==> src/logic/vb_ctrl_pkg.sv <==
// entry state encoding and state decode helpers for the victim-buffer data entry FSM
package vb_ctrl_pkg;

  localparam int state_w = 4;

  // bit 3 marks writeback, bits 3:2 == 01 marks snoop buffer
  typedef enum logic [state_w-1:0] {
    idle            = 4'b0000,
    get_vb_data     = 4'b1000,
    req_write_addr  = 4'b1001,
    req_write_data  = 4'b1010,
    grnt_write_data = 4'b1011,
    get_snq_data    = 4'b0100,
    req_cd_channel  = 4'b0101
  } entry_state_e;

  // writeback flow active
  function automatic logic is_writeback(input entry_state_e s);
    return s[3];
  endfunction

  // snoop data buffer active
  function automatic logic is_snoop_buf(input entry_state_e s);
    return (s[3:2] == 2'b01);
  endfunction

  // either flow holds the entry
  function automatic logic is_busy(input entry_state_e s);
    return |s[3:2];
  endfunction

endpackage

==> src/logic/vb_data_pkg.sv <==
// line, half and beat widths plus vector types shared by the victim-buffer data entry
package vb_data_pkg;

  //==========================================================
  // widths
  //==========================================================
  localparam int beat_w          = 128;
  localparam int half_w          = 256;
  localparam int line_w          = 512;
  localparam int beats_per_line  = line_w / beat_w;
  localparam int halves_per_line = line_w / half_w;

  //==========================================================
  // vector types
  //==========================================================
  // whole cache line, beat 0 in the low bits
  typedef logic [line_w-1:0]          line_t;

  // one fill from the load pipeline
  typedef logic [half_w-1:0]          half_t;

  // one write-data or snoop-data beat
  typedef logic [beat_w-1:0]          beat_t;

  // one-hot beat select, also the snoop read index
  typedef logic [beats_per_line-1:0]  beat_sel_t;

  // one-hot half pointer / half write enables
  typedef logic [halves_per_line-1:0] half_sel_t;

  // snoop start order, upper bit picks the critical half
  typedef logic [1:0]                 order_t;

  // address-entry id
  typedef logic [1:0]                 addr_id_t;

endpackage

==> src/logic/vb_beat_select.sv <==
// beat readout of the stored line for the write-data channel and the snoop data channel
`timescale 1ns/10ps

module vb_beat_select (
  input  vb_data_pkg::line_t     line_data,
  input  vb_data_pkg::beat_sel_t wd_sm_data_bias,
  input  vb_data_pkg::beat_sel_t sdb_entry_data_index,
  input  vb_data_pkg::order_t    start_order,
  output vb_data_pkg::beat_t     write_data128,
  output vb_data_pkg::beat_t     sdb_entry_data
);

  vb_data_pkg::beat_sel_t snoop_sel;

  // and-or mux, select is one-hot
  function automatic vb_data_pkg::beat_t pick_beat(
    input vb_data_pkg::line_t     line,
    input vb_data_pkg::beat_sel_t sel
  );
    vb_data_pkg::beat_t acc;
    acc = '0;
    for (int i = 0; i < vb_data_pkg::beats_per_line; i++)
    begin
      acc = acc | ({vb_data_pkg::beat_w{sel[i]}}
                   & line[i*vb_data_pkg::beat_w +: vb_data_pkg::beat_w]);
    end
    return acc;
  endfunction

  //==========================================================
  // writeback beat
  //==========================================================
  assign write_data128 = pick_beat(line_data, wd_sm_data_bias);

  //==========================================================
  // snoop beat
  //==========================================================
  // index counts from the start beat, rotate left by the order
  assign snoop_sel = (sdb_entry_data_index << start_order)
                     | (sdb_entry_data_index >> (vb_data_pkg::beats_per_line - start_order));

  assign sdb_entry_data = pick_beat(line_data, snoop_sel);

endmodule

==> src/logic/vb_data_entry.sv <==
// victim-buffer data entry top, connects FSM, fill sequencer, line store and beat readout
`timescale 1ns/10ps

module vb_data_entry (
  input  logic                   vb_data_entry_clk,
  input  logic                   cpurst_b,
  // create
  input  logic                   create_vld,
  input  logic                   create_dp_vld,
  input  logic                   dcache_dirty,
  input  vb_data_pkg::addr_id_t  rcl_addr_id,
  // fill from load pipeline
  input  logic                   ld_da_borrow,
  input  vb_data_pkg::half_t     ld_da_data256,
  input  logic                   set_data_done,
  // writeback handshakes
  input  logic                   biu_req_success,
  input  logic                   wd_sm_grnt,
  input  vb_data_pkg::beat_sel_t wd_sm_data_bias,
  input  logic                   wd_sm_data_pop_req,
  // snoop data buffer
  input  logic                   sdb_create_en,
  input  vb_data_pkg::order_t    sdb_create_data_order,
  input  vb_data_pkg::beat_sel_t sdb_entry_data_index,
  input  logic                   sdb_inv_en,
  // entry status
  output logic                   vb_data_entry_vld,
  output logic                   vb_data_entry_dirty,
  output vb_data_pkg::addr_id_t  vb_data_entry_addr_id,
  output logic                   vb_data_entry_biu_req,
  output logic                   vb_data_entry_wd_sm_req,
  output vb_data_pkg::beat_t     vb_data_entry_write_data128,
  output logic                   vb_data_entry_normal_pop,
  // snoop status and data
  output logic                   sdb_vld,
  output logic                   sdb_data_vld,
  output logic                   sdb_entry_avail,
  output logic                   vb_sdb_data_entry_vld,
  output vb_data_pkg::beat_t     sdb_entry_data
);

  vb_data_pkg::half_sel_t half_wr_en;
  vb_data_pkg::order_t    start_order;
  vb_data_pkg::line_t     line_data;

  //==========================================================
  // control
  //==========================================================
  vb_entry_fsm i_vb_entry_fsm (
    .vb_data_entry_clk  (vb_data_entry_clk),
    .cpurst_b           (cpurst_b),
    .create_vld         (create_vld),
    .sdb_create_en      (sdb_create_en),
    .set_data_done      (set_data_done),
    .biu_req_success    (biu_req_success),
    .wd_sm_grnt         (wd_sm_grnt),
    .wd_sm_data_pop_req (wd_sm_data_pop_req),
    .ld_da_borrow       (ld_da_borrow),
    .sdb_inv_en         (sdb_inv_en),
    .entry_vld          (vb_data_entry_vld),
    .sdb_vld            (sdb_vld),
    .sdb_data_vld       (sdb_data_vld),
    .sdb_entry_avail    (sdb_entry_avail),
    .sdb_data_entry_vld (vb_sdb_data_entry_vld),
    .biu_req            (vb_data_entry_biu_req),
    .wd_sm_req          (vb_data_entry_wd_sm_req),
    .normal_pop         (vb_data_entry_normal_pop)
  );

  vb_fill_sequencer i_vb_fill_sequencer (
    .vb_data_entry_clk     (vb_data_entry_clk),
    .cpurst_b              (cpurst_b),
    .create_dp_vld         (create_dp_vld),
    .sdb_create_en         (sdb_create_en),
    .sdb_create_data_order (sdb_create_data_order),
    .ld_da_borrow          (ld_da_borrow),
    .sdb_vld               (sdb_vld),
    .half_wr_en            (half_wr_en),
    .start_order           (start_order)
  );

  //==========================================================
  // data
  //==========================================================
  vb_line_store i_vb_line_store (
    .vb_data_entry_clk (vb_data_entry_clk),
    .cpurst_b          (cpurst_b),
    .half_wr_en        (half_wr_en),
    .ld_da_data256     (ld_da_data256),
    .create_dp_vld     (create_dp_vld),
    .dcache_dirty      (dcache_dirty),
    .rcl_addr_id       (rcl_addr_id),
    .line_data         (line_data),
    .entry_dirty       (vb_data_entry_dirty),
    .entry_addr_id     (vb_data_entry_addr_id)
  );

  vb_beat_select i_vb_beat_select (
    .line_data            (line_data),
    .wd_sm_data_bias      (wd_sm_data_bias),
    .sdb_entry_data_index (sdb_entry_data_index),
    .start_order          (start_order),
    .write_data128        (vb_data_entry_write_data128),
    .sdb_entry_data       (sdb_entry_data)
  );

endmodule

==> src/logic/vb_entry_fsm.sv <==
// entry FSM sequencing the writeback and snoop-buffer flows and decoding their status
`timescale 1ns/10ps

module vb_entry_fsm (
  input  logic vb_data_entry_clk,
  input  logic cpurst_b,
  input  logic create_vld,
  input  logic sdb_create_en,
  input  logic set_data_done,
  input  logic biu_req_success,
  input  logic wd_sm_grnt,
  input  logic wd_sm_data_pop_req,
  input  logic ld_da_borrow,
  input  logic sdb_inv_en,
  output logic entry_vld,
  output logic sdb_vld,
  output logic sdb_data_vld,
  output logic sdb_entry_avail,
  output logic sdb_data_entry_vld,
  output logic biu_req,
  output logic wd_sm_req,
  output logic normal_pop
);

  vb_ctrl_pkg::entry_state_e state_q;
  vb_ctrl_pkg::entry_state_e state_d;

  //==========================================================
  // state register
  //==========================================================
  always_ff @(posedge vb_data_entry_clk or negedge cpurst_b)
  begin
    if (!cpurst_b)
      state_q <= vb_ctrl_pkg::idle;
    else
      state_q <= state_d;
  end

  //==========================================================
  // next state
  //==========================================================
  always_comb
  begin
    state_d = state_q;
    case (state_q)
      vb_ctrl_pkg::idle:
        // evicted line wins over a snoop create
        if (create_vld)
          state_d = vb_ctrl_pkg::get_vb_data;
        else if (sdb_create_en)
          state_d = vb_ctrl_pkg::get_snq_data;
      vb_ctrl_pkg::get_vb_data:
        if (set_data_done)
          state_d = vb_ctrl_pkg::req_write_addr;
      vb_ctrl_pkg::req_write_addr:
        if (biu_req_success)
          state_d = vb_ctrl_pkg::req_write_data;
      vb_ctrl_pkg::req_write_data:
        if (wd_sm_grnt)
          state_d = vb_ctrl_pkg::grnt_write_data;
      vb_ctrl_pkg::grnt_write_data:
        if (wd_sm_data_pop_req)
          state_d = vb_ctrl_pkg::idle;
      // first half in is enough to start the snoop data channel
      vb_ctrl_pkg::get_snq_data:
        if (ld_da_borrow)
          state_d = vb_ctrl_pkg::req_cd_channel;
      vb_ctrl_pkg::req_cd_channel:
        if (sdb_inv_en)
          state_d = vb_ctrl_pkg::idle;
      default:
        state_d = vb_ctrl_pkg::idle;
    endcase
  end

  //==========================================================
  // status decode
  //==========================================================
  assign entry_vld          = vb_ctrl_pkg::is_writeback(state_q);
  assign sdb_vld            = vb_ctrl_pkg::is_snoop_buf(state_q);
  assign sdb_data_entry_vld = vb_ctrl_pkg::is_busy(state_q);
  assign sdb_data_vld       = (state_q == vb_ctrl_pkg::req_cd_channel);

  // a pending create already claims the entry
  assign sdb_entry_avail    = !sdb_data_entry_vld && !create_vld;

  // requests held until their handshake
  assign biu_req            = (state_q == vb_ctrl_pkg::req_write_addr);
  assign wd_sm_req          = (state_q == vb_ctrl_pkg::req_write_data);

  assign normal_pop         = (state_q == vb_ctrl_pkg::grnt_write_data)
                              && wd_sm_data_pop_req;

endmodule

==> src/logic/vb_fill_sequencer.sv <==
// half pointer and snoop start order that steer each borrow into one half of the line
`timescale 1ns/10ps

module vb_fill_sequencer (
  input  logic                  vb_data_entry_clk,
  input  logic                  cpurst_b,
  input  logic                  create_dp_vld,
  input  logic                  sdb_create_en,
  input  vb_data_pkg::order_t   sdb_create_data_order,
  input  logic                  ld_da_borrow,
  input  logic                  sdb_vld,
  output vb_data_pkg::half_sel_t half_wr_en,
  output vb_data_pkg::order_t   start_order
);

  vb_data_pkg::half_sel_t half_ptr_q;
  vb_data_pkg::half_sel_t half_ptr_eff;
  logic                   crit_swap;

  //==========================================================
  // half pointer
  //==========================================================
  // one-hot, restarts at half 0 on either create
  always_ff @(posedge vb_data_entry_clk or negedge cpurst_b)
  begin
    if (!cpurst_b)
      half_ptr_q <= 2'b01;
    else if (create_dp_vld || sdb_create_en)
      half_ptr_q <= 2'b01;
    else if (ld_da_borrow)
      half_ptr_q <= {half_ptr_q[0], half_ptr_q[1]};
  end

  //==========================================================
  // snoop start order
  //==========================================================
  always_ff @(posedge vb_data_entry_clk or negedge cpurst_b)
  begin
    if (!cpurst_b)
      start_order <= '0;
    else if (sdb_create_en)
      start_order <= sdb_create_data_order;
  end

  // critical half first when the order points at the upper half
  assign crit_swap    = sdb_vld && start_order[1];

  assign half_ptr_eff = crit_swap ? {half_ptr_q[0], half_ptr_q[1]} : half_ptr_q;

  assign half_wr_en   = {2{ld_da_borrow}} & half_ptr_eff;

endmodule

==> src/logic/vb_line_store.sv <==
// line storage for the entry plus the dirty bit and address id captured at create
`timescale 1ns/10ps

module vb_line_store (
  input  logic                   vb_data_entry_clk,
  input  logic                   cpurst_b,
  input  vb_data_pkg::half_sel_t half_wr_en,
  input  vb_data_pkg::half_t     ld_da_data256,
  input  logic                   create_dp_vld,
  input  logic                   dcache_dirty,
  input  vb_data_pkg::addr_id_t  rcl_addr_id,
  output vb_data_pkg::line_t     line_data,
  output logic                   entry_dirty,
  output vb_data_pkg::addr_id_t  entry_addr_id
);

  vb_data_pkg::half_t half_q [vb_data_pkg::halves_per_line];

  //==========================================================
  // line halves
  //==========================================================
  for (genvar h = 0; h < vb_data_pkg::halves_per_line; h++)
  begin : g_half
    always_ff @(posedge vb_data_entry_clk or negedge cpurst_b)
    begin
      if (!cpurst_b)
        half_q[h] <= '0;
      else if (half_wr_en[h])
        half_q[h] <= ld_da_data256;
    end
  end

  // half 0 holds beats 0 and 1
  assign line_data = {half_q[1], half_q[0]};

  //==========================================================
  // entry attributes
  //==========================================================
  always_ff @(posedge vb_data_entry_clk or negedge cpurst_b)
  begin
    if (!cpurst_b)
    begin
      entry_dirty   <= 1'b0;
      entry_addr_id <= '0;
    end
    else if (create_dp_vld)
    begin
      entry_dirty   <= dcache_dirty;
      entry_addr_id <= rcl_addr_id;
    end
  end

endmodule

==> config.mk <==
export PLATFORM = sky130hd
export DESIGN_NAME = vb_data_entry
export DESIGN_NICKNAME = d
export VERILOG_FILES = /design/src/logic/vb_ctrl_pkg.sv /design/src/logic/vb_data_pkg.sv /design/src/logic/vb_beat_select.sv /design/src/logic/vb_data_entry.sv /design/src/logic/vb_entry_fsm.sv /design/src/logic/vb_fill_sequencer.sv /design/src/logic/vb_line_store.sv
export SDC_FILE = /design/constraint.sdc
export NUM_CORES = 1
export LEC_CHECK = 0
export BUFFER_PORTS_ARGS = -buffer_cell sky130_fd_sc_hd__buf_2
export CORE_MARGIN = 8
export CORE_UTILIZATION = 35
export DETAILED_ROUTE_END_ITERATION = 7
export GPL_TIMING_DRIVEN = 0
export HOLD_SLACK_MARGIN = 0.03
export SYNTH_ARGS = -nofsm -noshare
export SYNTH_HDL_FRONTEND = slang
export SYNTH_SLANG_ARGS = --single-unit
==> constraint.sdc <==
create_clock -name vb_data_entry_clk -period 4.82 [get_ports vb_data_entry_clk]
set_clock_uncertainty 0.05 [all_clocks]
set_input_delay 0.241 -clock vb_data_entry_clk [delete_from_list [all_inputs] [get_ports vb_data_entry_clk]]
set_output_delay 0.241 -clock vb_data_entry_clk [all_outputs]
set_load 0.01 [all_outputs]
==> qor.yml <==
initial_core_util_pct: 35.4
vias_per_cell: 5.79
ys_seq_area_share_pct: 51.7
cp-endpoint: "sdb_entry_data[64]"
ys_async_sr_fraction_pct: 100
timing.slew.headroom_pct: 3.58
final_cell_mix: "buf_2, dfrtp_1, mux2_2, dlygate4sd3_1, a22oi_1"
grt_pass1_wl_mm: 151
grt_pass1_vias: 23900
syn_area_um2: 25300
syn_inst: 1936
routedWlPerCell_um: 26.3
reg2reg_slack_ns: 2.06
timing.fmax_mhz: 230
placed_area_um2: 29300
htreeDepth: 2
syn_nets: 2217
dr_total_vias: 22200
critPathLaunchType: "flop"
core_area_um2: 71600
grt_max_degree: 123
port_buffers: 542
drt_wl_total_mm: 101
design_area_um2: 34200
drc: 0
grt_usage_pct: 23.8
worstSetupPathType: "reg -> out"
cts_root_buf: "clkbuf_16"
final_common_cell: "buf_2"
status: "finished, final reports clean"
grt_setup_unrepaired: "false"
post-cts-setup-buffer-count: 0
fin_crit_ns: 4.35
first_iter_violations: 1750
cts.clk_slew.worst_paths_ns: 0.07
dr.pass1.iters: 6
yosys-top-cells-area: "dfrtp_1, mux2_2, a22oi_1"
holdBufCountCts: 278
synth_warnings: 0
cts_made_buffers: 59
synth-edff-count: 0
place_congestion: 0.879
fin_tns_setup_ns: 0
critPathMaxFanout: 10
clock_latency_ns: 0.62
die_x_um: 285
rr_startpoint: "i_vb_entry_fsm.state_q[3]"
slew_viol_final: 0
rows: 98
pin_count: 547
cts_tree: "built"
ant_nets: 0
power_leakage_nw: 14.8
ys_ff_latch: 523
ctsResizeCount: 0
whs_ns: 0.149
ir_drop_mv: 0.304
postLayoutCoreUtil_pct: 47.7
hold_viol: 0
clockBufferDepth: 3
hold_class: "in -> reg"
power.density_nw_per_um2: 453
setup.worst_path.start: "i_vb_fill_sequencer.start_order[0]"
gr-total-overflow: 0
r2r-end: "i_vb_line_store.line_data[43]"
clock_sinks: 523
antenna_found_initial: 14
fillers: 6424
crit_required_ns: 4.53
yosysTopAreaCellShare_pct: 51.6
fin_crit_sh_pct: 90.3
ys.flop_type: "dfrtp_1"
setup_viol: 0
die_h_um: 285
synth_cell_types: 39
postSynthAreaPerCell_um2: 13.1
drv_cap: 0
area.growth.synth_to_final_pct: 35.0
worstMarginPinSlew_ns: 1.45
end_kind: "output port"
crit_arrival_ns: 4.06
synth_top_area_cell: "dfrtp_1"
drive_above_1_share_pct: 43.5
dp_hpwl_mm: 69.1
r2r.worst_path.cells: 8
nets: 3102
die_area_um2: 81200
min_path_cells: 3
report_power, final:
group / switching [mW] / internal (mW) / total (mW)
logic: 2.37 / 2.30 / 4.68
registers: 0.770 / 5.34 / 6.11
clock network: 1.88 / 2.83 / 4.71
total: 5.02 / 10.5 / 15.5
routing by layer:
layer / GRT usage [%] / vias to the layer above / wire (um)
li1: - / 9402 / -
met1: 29.5 / 11500 / 40100
met2: 39.7 / 1057 / 48500
met3: 5.72 / 239 / 7710
met4: 9.64 / 2 / 4230
met5: 0 / - / 10
final cells by class:
| class | count | area [um^2] | area share [%] |
|---|---|---|---|
| buffer | 188 | 1010 | 2.96 |
| inverter | 5 | 18.8 | 0.0549 |
| tap | 950 | 1190 | 3.48 |
| clock buffer | 83 | 1710 | 5.00 |
| multi-input combinational | 1220 | 11200 | 32.8 |
| antenna | 14 | 35.0 | 0.102 |
| clock inverter | 21 | 310 | 0.908 |
| sequential | 523 | 13100 | 38.3 |
| timing repair buffer | 824 | 5620 | 16.4 |
metrics by stage:
| stage | cells | setup WS, ns | total power, mW |
|---|---|---|---|
| after floorplan | 1936 | 2.33 | 8.71 |
| after global placement | 3428 | -7.09 | 10.4 |
| after detailed placement | 3432 | 1.13 | 10.6 |
| after CTS | 3814 | 0.435 | 15.6 |
| after global routing | 3823 | 0.286 | 16.2 |
| final | 3828 | 0.470 | 15.5 |
logic make-up after synthesis:
family,count (synthesis),synth area share [%]
AND/OR/NAND/NOR,161,2.61
buffers and inverters,193,4.07
adder cells (fa/ha/maj),1,0.0494
AO/OA/AOI/OAI,533,18.3
flip-flops,523,51.7
multiplexers,525,23.3
sequential cells by signal (all words and copies together), names as in the netlist:
register / flops
i_vb_fill_sequencer.half_ptr_q: 2
i_vb_line_store.entry_addr_id: 2
i_vb_line_store.line_data: 512
i_vb_line_store.entry_dirty: 1
i_vb_fill_sequencer.start_order: 2
i_vb_entry_fsm.state_q: 4
critical path, cell delays in order, from the launching register on:
cell	delay (ns)
dfrtp_1	0.32
buf_2	0.20
inv_1	0.12
ha_1	0.40
o21a_1	0.23
o21ai_0	0.25
a21boi_0	0.20
buf_2	0.50
clkbuf_1	0.59
a221o_1	0.42
buf_2	0.19
synthesized netlist by cell type (2+ instances only):
master    count
or2_2         2
a32o_1      128
o21a_1        2
buf_4        49
nand2_1     135
nor2b_1       6
mux2_2      515
clkbuf_1     88
dfrtp_1     522
buf_1        14
a221o_1     129
nand2b_1      3
buf_2        25
nor3_1        3
inv_1         4
buf_6        12
nand3b_1      2
mux2i_1      10
a22oi_1     256
a21boi_0      2
nor2_1        6
o21ai_0       5
a21oi_1       2
how the worst min path moves through the flow:
stage	end	start	slack, ns
after floorplan	i_vb_entry_fsm.state_q[0]	cpurst_b	-0.10
after global placement	i_vb_fill_sequencer.start_order[0]	sdb_create_data_order[0]	0.40
after detailed placement	i_vb_line_store.line_data[228]	cpurst_b	0.27
after CTS	i_vb_entry_fsm.state_q[0]	wd_sm_grnt	0.05
after global routing	i_vb_entry_fsm.state_q[0]	wd_sm_grnt	0.16
final	i_vb_entry_fsm.state_q[0]	wd_sm_grnt	0.15
Power figures use the tool's default switching activity.
